## config.mk

```make
export PLATFORM = sky130hd
export DESIGN_NAME = imm_gen
export DESIGN_NICKNAME = d
export VERILOG_FILES = /design/src/design/rv_isa_pkg.sv /design/src/design/imm_gen.sv
export SDC_FILE = /design/constraint.sdc
export NUM_CORES = 1
export LEC_CHECK = 0
export BUFFER_PORTS_ARGS = -buffer_cell sky130_fd_sc_hd__buf_4
export CAP_MARGIN = 25
export CORE_MARGIN = 1.5
export CORE_UTILIZATION = 30
export DETAILED_ROUTE_END_ITERATION = 10
export PLACE_DENSITY = 0.84
export SYNTH_ARGS = -nofsm -noshare
export SYNTH_HDL_FRONTEND = slang
export SYNTH_SLANG_ARGS = --single-unit
export TNS_END_PERCENT = 10
```

## constraint.sdc

```tcl
create_clock -name vclk -period 2
set_input_delay 0.1 -clock vclk [all_inputs]
set_output_delay 0.1 -clock vclk [all_outputs]
set_load 0.02 [all_outputs]
```

## src/design/rv_isa_pkg.sv

```systemverilog
package rv_isa_pkg;

    localparam int XLEN = 64;
    localparam int ILEN = 32;

    typedef logic [XLEN-1:0] xlen_t;
    typedef logic [ILEN-1:0] instr_t;

    typedef enum logic [6:0] {
        OP_RTYPE  = 7'b0110011,
        OP_ITYPE  = 7'b0010011,
        OP_RTYPEW = 7'b0111011,
        OP_ITYPEW = 7'b0011011,
        OP_LOAD   = 7'b0000011,
        OP_STORE  = 7'b0100011,
        OP_BRANCH = 7'b1100011,
        OP_LUI    = 7'b0110111,
        OP_AUIPC  = 7'b0010111,
        OP_JAL    = 7'b1101111,
        OP_JALR   = 7'b1100111,
        OP_SYSTEM = 7'b1110011
    } opcode_e;

    // ALU group funct3, shared by R and I forms
    localparam logic [2:0] F3_ADD  = 3'b000;
    localparam logic [2:0] F3_SLL  = 3'b001;
    localparam logic [2:0] F3_SLT  = 3'b010;
    localparam logic [2:0] F3_SLTU = 3'b011;
    localparam logic [2:0] F3_XOR  = 3'b100;
    localparam logic [2:0] F3_SRL  = 3'b101;
    localparam logic [2:0] F3_OR   = 3'b110;
    localparam logic [2:0] F3_AND  = 3'b111;

    // Memory access widths
    localparam logic [2:0] F3_B  = 3'b000;
    localparam logic [2:0] F3_H  = 3'b001;
    localparam logic [2:0] F3_W  = 3'b010;
    localparam logic [2:0] F3_D  = 3'b011;
    localparam logic [2:0] F3_BU = 3'b100;
    localparam logic [2:0] F3_HU = 3'b101;
    localparam logic [2:0] F3_WU = 3'b110;

    localparam logic [2:0] F3_BEQ  = 3'b000;
    localparam logic [2:0] F3_BNE  = 3'b001;
    localparam logic [2:0] F3_BLT  = 3'b100;
    localparam logic [2:0] F3_BGE  = 3'b101;
    localparam logic [2:0] F3_BLTU = 3'b110;
    localparam logic [2:0] F3_BGEU = 3'b111;

    localparam logic [6:0] F7_BASE   = 7'b0000000;
    localparam logic [6:0] F7_ALT    = 7'b0100000;  // SUB and SRA
    localparam logic [6:0] F7_MULDIV = 7'b0000001;

    localparam logic [5:0] F6_SRLI = 6'b000000;
    localparam logic [5:0] F6_SRAI = 6'b010000;

    typedef enum logic [2:0] {
        IMM_NONE,
        IMM_I,
        IMM_S,
        IMM_B,
        IMM_U,
        IMM_J
    } imm_fmt_e;

endpackage

```

## src/design/imm_gen.sv

```systemverilog
`timescale 1ns/100ps

module imm_gen
    import rv_isa_pkg::*;
(
    input  instr_t   instr,
    input  imm_fmt_e imm_fmt,
    output xlen_t    imm
);

    logic s;

    assign s = instr[31];

    always_comb begin
        case (imm_fmt)
            IMM_I:   imm = {{52{s}}, instr[31:20]};
            IMM_S:   imm = {{52{s}}, instr[31:25], instr[11:7]};
            IMM_B:   imm = {{52{s}}, instr[7], instr[30:25], instr[11:8], 1'b0};
            IMM_U:   imm = {{32{s}}, instr[31:12], 12'b0};
            IMM_J:   imm = {{44{s}}, instr[19:12], instr[20], instr[30:21], 1'b0};
            default: imm = '0;
        endcase
    end

endmodule

```

# == After elaboration in Yosys (flattened, before gate mapping) ==
# Cells that the tools add are included.
# word_totals
reg_bits,0
out_inout_bits,64
# op_classes
n_eq_ne,5
mux,1
# ops
operator,count
one-hot mux 64 bit (5 select lines),1
"equality test 3 x 2 -> 1 bit, second input constant",2
"equality test 3 bit, second input constant",2
"equality test 3 x 1 -> 1 bit, second input constant",1

# == Longest topological paths before layout ==
# logic_depth
depth_word,2
ltp_mapped,5

# == Worst setup path after synthesis ==
# OpenSTA, ideal clock, no wires.
# synth_timing
kind,input-to-output
startpoint,input imm_fmt[1]
endpoint,output imm[32]
t_arrival_ns,1.549
t_required_ns,1.900
path_slack_ns,0.351
cell_stages,5
cell_sequence,buf_4 -> nor2b_1 -> buf_2 -> o21a_1 -> buf_4
# synth_between
elab_chain_len,2
elab_cells_between_ends,6
# synth_lines
element,line_no,rtl
from (decl),imm_gen.sv:7,"input imm_fmt_e imm_fmt,"
"equality test 3 bit, or another cell as far along",imm_gen.sv:16,case (imm_fmt)
one-hot mux 64 bit (5 select lines) (*),imm_gen.sv:16,
to (decl),imm_gen.sv:8,output xlen_t imm
# Mark *: on every way between the ends. The rest lies on a longest branch, timed or not.

# == Worst setup path in the final report ==
# layout_timing
startpoint,input imm_fmt[1]
endpoint,output imm[21]
# The elaborated chain is that of the path after synthesis.

==> flow_summary.yaml <==
global_routing:
  use_met2_pct: 30.8
  grt_pass1_wl_um: 3080
  grt_pass1_vias: 671
  top_usage_layer: "met2"
  grt_use_met1_pct: 16.9
  grt_max_degree: 34
  grt-ovfl-total: 0
  grt_use_met3_pct: 2.45
  grt_antenna_before_repair: 0
  track_usage_pct: 15.0
sta:
  drv_slew: 0
  max_slew_margin_pct: 62.6
  layout_setup_ws_ns: 0.610
  tns_ns: 0
  max_freq_ghz: 0.719
  setup_violations: 0
  hold_violations: 0
  fin_crit_sh_pct: 69.5
  tightest_slew_ns: 0.557
  rsz0062_at_grt: "no"
  timing.hold.ws_ns: 0.496
  fin_crit_ns: 1.39
floorplanning:
  die_y_um: 48.8
  fp.dieW_um: 48.8
  dieArea_mm2: 0.00239
  num_io_pins: 99
  initial_utilization_pct: 32.1
  rows: 16
  core_mm2: 0.00196
yosys:
  syn_area_um2: 631
  syn_area_per_cell_um2: 6.43
  seq_area_frac_synth_pct: 0
  yosys.area.top_type: "buf_4"
  yosysTopAreaCellShare_pct: 40.5
  yosys-top-cells-area: "buf_4, a21o_1, nand2_1"
  ys_types: 22
  ys_warn_count: 0
  syn_inst: 98
  syn-num-nets: 133
cells_and_area:
  multi_input_area_um2: 357
  clkbuf_count: 0
  drive_gt1_share_pct: 63.6
  finalNetCount: 191
  antenna_cells: 0
  seq_cell_count: 0
  area_delta_synth_final_pct: 73.8
  ff_latch_area_um2: 0
  final_core_util_pct: 55.9
  fill_cells: 197
placed_design:
  dp_slack_ns: 0.569
  port_buffers: 92
  dp_hpwl_um: 1610
  place_congestion: 0.753
power_and_ir_drop:
  clkPwrFrac_pct: 0
  p_sw_share_pct: 54.5
  powerDensity_mw_per_mm2: 355
  power_leakage_nw: 0.653
  switchingPower_mw: 0.212
  peakVddDrop_mv: 0.226
  seq_power_share_pct: 0
  combinationalPowerShare_pct: 100.0
  p_int_mw: 0.177
run:
  drv_cap: 0
cts:
  cts.repair.resized: 0
  cts_setup_buffers: 0
  holdBufCountCts: 0
detailed_routing:
  via_per_inst: 4.41
  num_vias: 798
  wl_um: 1960
  drt_iter0_markers: 10
  postRouteAntennaNets: 0
  drc: 0
  wire_per_inst_um: 10.8
  drt_first_pass_iters: 4
worst_setup_path:
  crit_fanout: 20
  worstSetupPathType: "input pin to output pin"
  cp-start-kind: "input pin"
  end_kind: "output pin"
  crit_arrival_ns: 1.29
  required_ns: 1.90
hold_path:
  holdCritPathClass: "input pin to output pin"
run_status:
  status: "complete, no violations"
## worst max-delay path, stage by stage
cell and delay [ns]:
buf_4 0.17, nor2b_4 0.16, o21ai_1 0.46, o21ai_0 0.19
buf_4 0.20
## power by group through the flow
| stage | Combinational [mW] | Clock (mW) | Sequential, mW |
|---|---|---|---|
| floorplan | 0.261 | 0 | 0 |
| global placement | 0.386 | 0 | 0 |
| detailed placement | 0.393 | 0 | 0 |
| CTS | 0.394 | 0 | 0 |
| global route | 0.414 | 0 | 0 |
| finish | 0.389 | 0 | 0 |
## final cells by class
class	count	share of cell area, %
Tap cell	27	3.08
Timing Repair Buffer	94	64.4
Multi-Input combinational cell	60	32.5
## per-stage QoR
stage / cells / power, mW / cell area [um^2]
finish: 181 / 0.389 / 1100
global route: 181 / 0.414 / 1100
CTS: 181 / 0.394 / 1100
detailed placement: 181 / 0.393 / 1100
global placement: 181 / 0.386 / 1100
floorplan: 98 / 0.261 / 631
## cells in the mapped netlist
master	instances
buf_2	3
o21ai_1	3
clkbuf_1	1
and2_1	6
a31o_2	1
a21o_1	8
nor3b_2	1
or2_1	1
nor2b_4	1
o22a_1	1
nor2_1	3
o21a_1	1
buf_4	34
a21oi_1	1
and2b_1	1
a22o_1	3
nand2_1	15
nor2b_2	1
a311oi_1	1
nor2b_1	1
nand2b_1	1
o21ai_0	10
## placed cells by master (no fill, tap or decap)
cell type,Yosys,routed
buf_4,34,94
nand2_1,15,15
o21ai_0,10,10
a21o_1,8,8
and2_1,6,6
o21ai_1,3,3
nor2_1,3,3
a22o_1,3,3
nor2b_4,1,1
and2b_1,1,1
nor2b_2,1,1
nor2b_1,1,1
nor3b_2,1,1
nand2b_1,1,1
a21oi_1,1,1
a311oi_1,1,1
a31o_2,1,1
or2_1,1,1
o22a_1,1,1
o21a_1,1,1
## logic make-up after synthesis
| logic type | share of synthesized area, % |
|---|---|
| AO/OA/AOI/OAI | 30.2 |
| buffers and inverters | 43.5 |
| AND/OR/NAND/NOR | 26.4 |
## final timing paths
check | slack [ns] | end | depth (start not counted) | startpoint
hold / removal | 0.50 | imm[14] | 3 | instr[14]
setup / recovery | 0.61 | imm[21] | 5 | imm_fmt[1]
## per-layer routing
metal,vias up,share of wire (%)
li1,408,-
met3,0,9.3
met2,47,53
met5,-,0
met4,0,0
met1,343,38
(Power assumes the default switching activity.)
