## src/design/rv_isa_pkg.sv

```systemverilog
package rv_isa_pkg;

    localparam int XLEN = 64;
    localparam int ILEN = 32;

    typedef logic [XLEN-1:0] xlen_t;
    typedef logic [ILEN-1:0] instr_t;

    typedef enum logic [6:0] {
        OP_RTYPE  = 7'b0110011,
        OP_ITYPE  = 7'b0010011,
        OP_RTYPEW = 7'b0111011,
        OP_ITYPEW = 7'b0011011,
        OP_LOAD   = 7'b0000011,
        OP_STORE  = 7'b0100011,
        OP_BRANCH = 7'b1100011,
        OP_LUI    = 7'b0110111,
        OP_AUIPC  = 7'b0010111,
        OP_JAL    = 7'b1101111,
        OP_JALR   = 7'b1100111,
        OP_SYSTEM = 7'b1110011
    } opcode_e;

    // ALU group funct3, shared by R and I forms
    localparam logic [2:0] F3_ADD  = 3'b000;
    localparam logic [2:0] F3_SLL  = 3'b001;
    localparam logic [2:0] F3_SLT  = 3'b010;
    localparam logic [2:0] F3_SLTU = 3'b011;
    localparam logic [2:0] F3_XOR  = 3'b100;
    localparam logic [2:0] F3_SRL  = 3'b101;
    localparam logic [2:0] F3_OR   = 3'b110;
    localparam logic [2:0] F3_AND  = 3'b111;

    // Memory access widths
    localparam logic [2:0] F3_B  = 3'b000;
    localparam logic [2:0] F3_H  = 3'b001;
    localparam logic [2:0] F3_W  = 3'b010;
    localparam logic [2:0] F3_D  = 3'b011;
    localparam logic [2:0] F3_BU = 3'b100;
    localparam logic [2:0] F3_HU = 3'b101;
    localparam logic [2:0] F3_WU = 3'b110;

    localparam logic [2:0] F3_BEQ  = 3'b000;
    localparam logic [2:0] F3_BNE  = 3'b001;
    localparam logic [2:0] F3_BLT  = 3'b100;
    localparam logic [2:0] F3_BGE  = 3'b101;
    localparam logic [2:0] F3_BLTU = 3'b110;
    localparam logic [2:0] F3_BGEU = 3'b111;

    localparam logic [6:0] F7_BASE   = 7'b0000000;
    localparam logic [6:0] F7_ALT    = 7'b0100000;  // SUB and SRA
    localparam logic [6:0] F7_MULDIV = 7'b0000001;

    localparam logic [5:0] F6_SRLI = 6'b000000;
    localparam logic [5:0] F6_SRAI = 6'b010000;

    typedef enum logic [2:0] {
        IMM_NONE,
        IMM_I,
        IMM_S,
        IMM_B,
        IMM_U,
        IMM_J
    } imm_fmt_e;

endpackage

```

## src/design/decode_ctl_pkg.sv

```systemverilog
package decode_ctl_pkg;

    typedef enum logic [3:0] {
        ALU_ADD, ALU_SUB, ALU_XOR, ALU_OR, ALU_AND,
        ALU_SLL, ALU_SRL, ALU_SRA, ALU_SLT, ALU_SLTU,
        ALU_SLLW, ALU_SRLW, ALU_SRAW, ALU_LUI
    } alu_op_e;

    typedef enum logic [2:0] {
        MDU_NONE, MDU_MUL, MDU_DIV, MDU_REM, MDU_REMU, MDU_MULW
    } mdu_op_e;

    typedef enum logic [5:0] {
        OP_NONE,
        ADD, SUB, XOR, OR, AND, SLL, SRL, SRA, SLT, SLTU,
        MUL, DIV, REM, REMU, MULW,
        ADDI, XORI, ORI, ANDI, SLLI, SRLI, SRAI, SLTI, SLTIU,
        ADDW, SUBW, SLLW, SRLW, SRAW,
        ADDIW, SLLIW, SRLIW, SRAIW,
        LB, LH, LW, LD, LBU, LHU, LWU,
        SB, SH, SW, SD,
        BEQ, BNE, BLT, BGE, BLTU, BGEU,
        LUI, AUIPC, JAL, JALR
    } instr_op_e;

    typedef struct packed {
        instr_op_e op;
        alu_op_e   alu_op;
        mdu_op_e   mdu_op;
        logic      reg_write;
        logic      mem_read;
        logic      mem_write;
        logic      mem_to_reg;
        logic      is_imm;
        logic      jump;
        logic      exception;
        logic      illegal_instr;
        logic      pc_misaligned;
    } ctl_word_t;

endpackage

```

## src/design/ctl_decoder.sv

```systemverilog
`timescale 1ns/100ps

module ctl_decoder
    import rv_isa_pkg::*;
    import decode_ctl_pkg::*;
(
    input  xlen_t     pc,
    input  instr_t    instr,
    output ctl_word_t ctl,
    output imm_fmt_e  imm_fmt
);

    opcode_e    opcode;
    logic [2:0] f3;
    logic [6:0] f7;
    logic [5:0] f6;
    logic       bad;
    ctl_word_t  dec;

    assign opcode = opcode_e'(instr[6:0]);
    assign f3     = instr[14:12];
    assign f7     = instr[31:25];
    assign f6     = instr[31:26];

    function automatic ctl_word_t with_alu(ctl_word_t c, instr_op_e op, alu_op_e a);
        c.op     = op;
        c.alu_op = a;
        return c;
    endfunction

    function automatic ctl_word_t with_mdu(ctl_word_t c, instr_op_e op, mdu_op_e m);
        c.op     = op;
        c.mdu_op = m;
        return c;
    endfunction

    always_comb begin
        dec     = '0;
        bad     = 1'b0;
        imm_fmt = IMM_NONE;
        case (opcode)
            OP_RTYPE: begin
                dec.reg_write = 1'b1;
                case ({f7, f3})
                    {F7_BASE, F3_ADD}:    dec = with_alu(dec, ADD, ALU_ADD);
                    {F7_ALT, F3_ADD}:     dec = with_alu(dec, SUB, ALU_SUB);
                    {F7_BASE, F3_XOR}:    dec = with_alu(dec, XOR, ALU_XOR);
                    {F7_BASE, F3_OR}:     dec = with_alu(dec, OR, ALU_OR);
                    {F7_BASE, F3_AND}:    dec = with_alu(dec, AND, ALU_AND);
                    {F7_BASE, F3_SLL}:    dec = with_alu(dec, SLL, ALU_SLL);
                    {F7_BASE, F3_SRL}:    dec = with_alu(dec, SRL, ALU_SRL);
                    {F7_ALT, F3_SRL}:     dec = with_alu(dec, SRA, ALU_SRA);
                    {F7_BASE, F3_SLT}:    dec = with_alu(dec, SLT, ALU_SLT);
                    {F7_BASE, F3_SLTU}:   dec = with_alu(dec, SLTU, ALU_SLTU);
                    {F7_MULDIV, F3_ADD}:  dec = with_mdu(dec, MUL, MDU_MUL);
                    {F7_MULDIV, F3_XOR}:  dec = with_mdu(dec, DIV, MDU_DIV);
                    {F7_MULDIV, F3_OR}:   dec = with_mdu(dec, REM, MDU_REM);
                    {F7_MULDIV, F3_AND}:  dec = with_mdu(dec, REMU, MDU_REMU);
                    default:              bad = 1'b1;
                endcase
            end
            OP_ITYPE: begin
                dec.reg_write = 1'b1;
                dec.is_imm    = 1'b1;
                imm_fmt       = IMM_I;
                case (f3)
                    F3_ADD:  dec = with_alu(dec, ADDI, ALU_ADD);
                    F3_XOR:  dec = with_alu(dec, XORI, ALU_XOR);
                    F3_OR:   dec = with_alu(dec, ORI, ALU_OR);
                    F3_AND:  dec = with_alu(dec, ANDI, ALU_AND);
                    F3_SLL:  dec = with_alu(dec, SLLI, ALU_SLL);
                    F3_SLT:  dec = with_alu(dec, SLTI, ALU_SLT);
                    F3_SLTU: dec = with_alu(dec, SLTIU, ALU_SLTU);
                    default: begin
                        if (f6 == F6_SRLI) dec = with_alu(dec, SRLI, ALU_SRL);
                        else if (f6 == F6_SRAI) dec = with_alu(dec, SRAI, ALU_SRA);
                        else bad = 1'b1;
                    end
                endcase
            end
            OP_RTYPEW: begin
                dec.reg_write = 1'b1;
                case ({f7, f3})
                    {F7_BASE, F3_ADD}:   dec = with_alu(dec, ADDW, ALU_ADD);
                    {F7_ALT, F3_ADD}:    dec = with_alu(dec, SUBW, ALU_SUB);
                    {F7_BASE, F3_SLL}:   dec = with_alu(dec, SLLW, ALU_SLLW);
                    {F7_BASE, F3_SRL}:   dec = with_alu(dec, SRLW, ALU_SRLW);
                    {F7_ALT, F3_SRL}:    dec = with_alu(dec, SRAW, ALU_SRAW);
                    {F7_MULDIV, F3_ADD}: dec = with_mdu(dec, MULW, MDU_MULW);
                    default:             bad = 1'b1;
                endcase
            end
            OP_ITYPEW: begin
                dec.reg_write = 1'b1;
                dec.is_imm    = 1'b1;
                imm_fmt       = IMM_I;
                if (f3 == F3_ADD) dec = with_alu(dec, ADDIW, ALU_ADD);
                else if (f3 == F3_SLL) dec = with_alu(dec, SLLIW, ALU_SLLW);
                else if (f3 == F3_SRL && f6 == F6_SRLI) dec = with_alu(dec, SRLIW, ALU_SRLW);
                else if (f3 == F3_SRL && f6 == F6_SRAI) dec = with_alu(dec, SRAIW, ALU_SRAW);
                else bad = 1'b1;
            end
            OP_LOAD: begin
                dec.reg_write  = 1'b1;
                dec.mem_read   = 1'b1;
                dec.mem_to_reg = 1'b1;
                dec.is_imm     = 1'b1;
                imm_fmt        = IMM_I;
                case (f3)
                    F3_B:    dec.op = LB;
                    F3_H:    dec.op = LH;
                    F3_W:    dec.op = LW;
                    F3_D:    dec.op = LD;
                    F3_BU:   dec.op = LBU;
                    F3_HU:   dec.op = LHU;
                    F3_WU:   dec.op = LWU;
                    default: bad = 1'b1;
                endcase
            end
            OP_STORE: begin
                dec.mem_write = 1'b1;
                dec.is_imm    = 1'b1;
                imm_fmt       = IMM_S;
                case (f3)
                    F3_B:    dec.op = SB;
                    F3_H:    dec.op = SH;
                    F3_W:    dec.op = SW;
                    F3_D:    dec.op = SD;
                    default: bad = 1'b1;
                endcase
            end
            OP_BRANCH: begin
                dec.is_imm = 1'b1;
                imm_fmt    = IMM_B;
                case (f3)
                    F3_BEQ:  dec.op = BEQ;
                    F3_BNE:  dec.op = BNE;
                    F3_BLT:  dec.op = BLT;
                    F3_BGE:  dec.op = BGE;
                    F3_BLTU: dec.op = BLTU;
                    F3_BGEU: dec.op = BGEU;
                    default: bad = 1'b1;
                endcase
            end
            OP_LUI, OP_AUIPC: begin
                dec.reg_write = 1'b1;
                dec.is_imm    = 1'b1;
                imm_fmt       = IMM_U;
                if (opcode == OP_LUI) dec = with_alu(dec, LUI, ALU_LUI);
                else dec.op = AUIPC;
            end
            OP_JAL, OP_JALR: begin
                dec.reg_write = 1'b1;
                dec.is_imm    = 1'b1;
                dec.jump      = 1'b1;
                imm_fmt       = (opcode == OP_JAL) ? IMM_J : IMM_I;
                dec.op        = (opcode == OP_JAL) ? JAL : JALR;
            end
            default: bad = 1'b1;  // SYSTEM lands here too
        endcase

        if (bad) begin
            dec               = '0;
            dec.illegal_instr = 1'b1;
            dec.exception     = 1'b1;
            imm_fmt           = IMM_NONE;
        end
        if (pc[1:0] != 2'b00) begin
            dec.pc_misaligned = 1'b1;
            dec.exception     = 1'b1;
        end
        ctl = dec;
    end

endmodule

```

## config.mk

```make
export PLATFORM = sky130hd
export DESIGN_NAME = ctl_decoder
export DESIGN_NICKNAME = d
export VERILOG_FILES = /design/src/design/rv_isa_pkg.sv /design/src/design/decode_ctl_pkg.sv /design/src/design/ctl_decoder.sv
export SDC_FILE = /design/constraint.sdc
export NUM_CORES = 1
export LEC_CHECK = 0
export BUFFER_PORTS_ARGS = -buffer_cell sky130_fd_sc_hd__buf_2
export CAP_MARGIN = 20
export CORE_ASPECT_RATIO = 1.25
export CORE_MARGIN = 8
export CORE_UTILIZATION = 41
export DETAILED_ROUTE_END_ITERATION = 12
export GPL_TIMING_DRIVEN = 0
export PLACE_DENSITY = 0.84
export SETUP_SLACK_MARGIN = 0.05
export SYNTH_ARGS = -nofsm -noshare
export SYNTH_HDL_FRONTEND = slang
export SYNTH_SLANG_ARGS = --single-unit
```

## constraint.sdc

```tcl
create_clock -name vclk -period 3.3
set_input_delay 0.495 -clock vclk [all_inputs]
set_output_delay 0.495 -clock vclk [all_outputs]
set_load 0.005 [all_outputs]
```

## Yosys cells after proc, flatten, opt, wreduce, memory -nomap -nowiden

Index checks and enable logic that the tools add are counted.

- Equality and inequality tests: 32
- Mux-type cells: 43
- Reductions and logical operators: 18

Operators by type and width:

| cell | number |
|---|---|
| $pmux W20 S14 | 1 |
| $pmux W21 S7 | 1 |
| $pmux W21 S6 | 1 |
| $mux W22 | 5 |
| $pmux W6 S9 | 1 |
| $mux W21 | 2 |
| $pmux W6 S7 | 1 |
| $eq A10 B3 Y1 const B | 4 |
| $eq A10 B4 Y1 const B | 4 |
| $pmux W1 S6 | 6 |
| $pmux W6 S6 | 1 |
| $pmux W7 S5 | 1 |
| $pmux W3 S5 | 2 |
| $eq A7 B6 Y1 const B | 4 |
| $pmux W6 S4 | 1 |
| $eq A7 B5 Y1 const B | 3 |
| $eq A7 B7 Y1 const B | 3 |
| $eq A10 B2 Y1 const B | 2 |
| $eq A10 B9 Y1 const B | 2 |
| $mux W16 | 1 |
| $mux W1 | 14 |
| $reduce_or A14 Y1 | 1 |
| $reduce_or A7 Y1 | 2 |
| $eq A3 B3 Y1 const B | 4 |
| 18 further kinds | 26 |

- Logic and storage cells: 93
- Register bits after elaboration: 0
- Bits of input ports: 96

## Logic depth before layout (Yosys ltp)

- Depth after elaboration: 9
- Gate-level depth with buffers: 8

## Worst setup path before layout

Ideal clock, no wire load.

- Path type: input -> output
- From: input instr[27]
- To: output ctl[16] in the netlist's numbering
- Data arrival time: 2.348 ns
- Path slack: 0.457 ns
- Stages on the path: 6
- Path buffers: 0
- Data required time: 2.805 ns
- Cells stage by stage: or4_4 o2111ai_2 a21oi_1 or4_1 or3_4 o221ai_2

RTL lines:

| what | line | source |
|---|---|---|
| from (decl) | ctl_decoder.sv:8 | `input instr_t instr,` |
| to (decl) | ctl_decoder.sv:9 | `output ctl_word_t ctl,` |

==> results by group <==
Run status
  • Run status: completed

Die
  • Die Y: 82.81 microns
  • Initial Utilization: 0.4239
  • Core region area: 3453 sq um
  • Die area: 5750 sq um
  • Die Wd: 69.45 microns
  • Site row count: 24
  • IO Count: 121

Place
  • Cells after DPL: 331
  • Post-DP Area: 1723 sq um
  • Placer Congestion: 0.9884
  • Hpwl dp: 4.756 mm
  • Port Buf Inserts: 42

Timing
  • Worst-Margin Slew: 0.6390 ns
  • Rel. slew slack: 0.5682
  • Final TNS setup: 0 ns
  • RSZ-0062 raised after global routing: true
  • Final hold violation count: 0
  • Final Critical Period: 3.173 ns
  • Max Fclk: 315.1 MHz
  • Slew Limit Fails: 0
  • Final period util: 0.9616
  • Setup violators final: 0

Job
  • Max_cap viols: 0

Drt
  • WL/cell: 19.13 microns
  • Routed vias/inst: 6.937
  • Drt drc: 0
  • DR vias: 2296
  • Final ANT Viol Nets: 0
  • First drt pass iteration count: 6
  • Routed wire length: 6.331 mm
  • Initial DRC Count: 323

Setup path
  • Required @ worst endpoint: 2.80 ns
  • Buf/Inv on CP: 2
  • Worst-path cell chain: buf_2 > or4_4 > nor2_4 > a2111oi_0 > or4_4 > or3_4 > o221ai_2 > buf_2
  • Arrival @ worst endpoint: 2.68 ns
  • Critical Path Source Type: input pin
  • Critical path peak fanout: 6
  • Worst path slowest cell: or4_4
  • Slowest cell delay on critical path: 0.58 ns
  • CP top delay family: simple AND/OR/NAND/NOR gates
  • Crit end category: output port
  • Crit Path Category: input pin to output port

Synthesis
  • Mapped Cells: 250
  • Seq/Total Area, Yosys: 0
  • YS warnings: 0
  • Syn nets: 346
  • Syn Area/Cell: 5.856 sq um
  • Yosys cell types: 65
  • Synthesized cell area: 1464 sq um

Power and ir drop
  • P per Cell Area: 90.86 nW/um^2
  • Leakage: 0.6926 nW
  • Max VDD drop: 0.00005448 V

Global routing
  • First-pass GRT wire length: 10.41 mm
  • GRT Overall Usage: 0.2027
  • Initial antenna violation count: 0
  • Largest net degree at the start of global routing: 11
  • Number of global-route vias before repair: 2195
  • Gr ovfl total: 0

Layout
  • Clkbuf count: 0
  • Antenna diodes: 0
  • Register area: 0 sq um
  • FFs & Latches: 0
  • Non-Filler Instances: 331
  • Finished Cell Area: 1744 sq um
  • Area delta synth->final: 19.15%
  • Share of layout cells above drive strength 1: 0.2295
  • Final #Nets: 390

Clock network
  • # Post-CTS Setup Buffers: 0
  • Hold buffers post-CTS: 0

Min path
  • Tightest Hold Check Type: input pin to output port
-- synthesized netlist by cell type, types with 3 or more instances --
cell type | count | area (sq um)
or2_2 | 4 | 25.02
nand2_1 | 30 | 112.6
nand2b_1 | 4 | 25.02
nand3_1 | 11 | 55.05
inv_1 | 6 | 22.52
or3_1 | 5 | 31.28
o22ai_1 | 3 | 18.77
clkbuf_1 | 19 | 71.32
o211ai_1 | 6 | 45.04
o21ai_0 | 12 | 60.06
a31oi_1 | 4 | 25.02
a21oi_1 | 22 | 110.1
or4_1 | 3 | 22.52
o32ai_1 | 3 | 26.28
mux2i_1 | 3 | 30.03
a32oi_1 | 4 | 35.03
nor4_1 | 6 | 37.54
nor2b_1 | 7 | 43.79
nor2_1 | 28 | 105.1
nor3_1 | 13 | 65.06
-- per-stage QoR --
stage / power, mW / hold slack, ns / utilization / setup WS (ns)
detailed placement: 0.1497 / 1.258 / 0.4989 / 0.02763
floorplan: 0.1002 / 1.081 / - / 0.4566
finish: 0.1585 / 1.257 / 0.5051 / 0.1267
global placement: 0.1498 / 1.252 / 0.4989 / 0.01399
global route: 0.1713 / 1.269 / 0.5051 / 0.04117
CTS: 0.1509 / 1.261 / 0.5000 / 0.05423
-- routing by layer --
layer  track usage  vias to the layer above  share of wire
met3       0.03690                       37           0.13
li1              -                     1041              -
met1        0.2311                     1020           0.36
met2        0.3420                      198           0.47
met5             0                        -              0
met4        0.1159                        0          0.047
-- worst paths after layout --
kind                       from       to  slack (ns)  cells after the start
worst max-delay path  instr[27]  ctl[16]        0.13                      8
worst min-delay path      pc[0]   ctl[0]        1.26                      3
-- logic make-up (layout without fill, tap and decap cells) --
logic type,after synthesis,in the layout,synth area share
mux,3,3,0.02051
buf+inv,32,74,0.08889
compound gates,83,83,0.4017
xor+xnor,2,2,0.01197
simple gates,130,130,0.4769
-- power by group --
group	switching (mW)	total, mW	internal (mW)
logic	0.106	0.158	0.0526
clock network	0	0	0
registers	0	0	0
-- final cells by class --
class / instances / area [sq um]
Fill cell: 361 / 1709
Multi-Input combinational cell: 218 / 1350
Timing Repair Buffer: 42 / 210.2
Buffer: 25 / 108.9
Tap cell: 39 / 48.80
Inverter: 7 / 26.28
-- cells in the final DEF (no fill, tap or decap), drive strengths merged, types with 3 or more instances in the layout --
cell / netlist / final
nand2: 30 / 30
clkbuf: 19 / 21
o211ai: 6 / 6
or3: 6 / 6
nor4: 6 / 6
a21oi: 22 / 22
or2: 5 / 5
mux2i: 3 / 3
nand3: 11 / 11
o32ai: 3 / 3
nor2b: 7 / 7
o21ai: 13 / 13
a32oi: 4 / 4
nor3: 14 / 14
inv: 6 / 6
o22ai: 3 / 3
buf: 6 / 46
or4: 4 / 4
a31oi: 4 / 4
nor2: 29 / 29
nand2b: 4 / 4
-- repair_timing --
| item | 4_1_cts | 5_1_grt |
|---|---|---|
| pin swaps | 0 | 1 |
| gates resized for setup | 2 | 7 |
| endpoints found under the setup margin | 2 | 7 |
| hold endpoints to repair | 0 | 0 |
No activity file was read; power rests on OpenSTA's default activity.
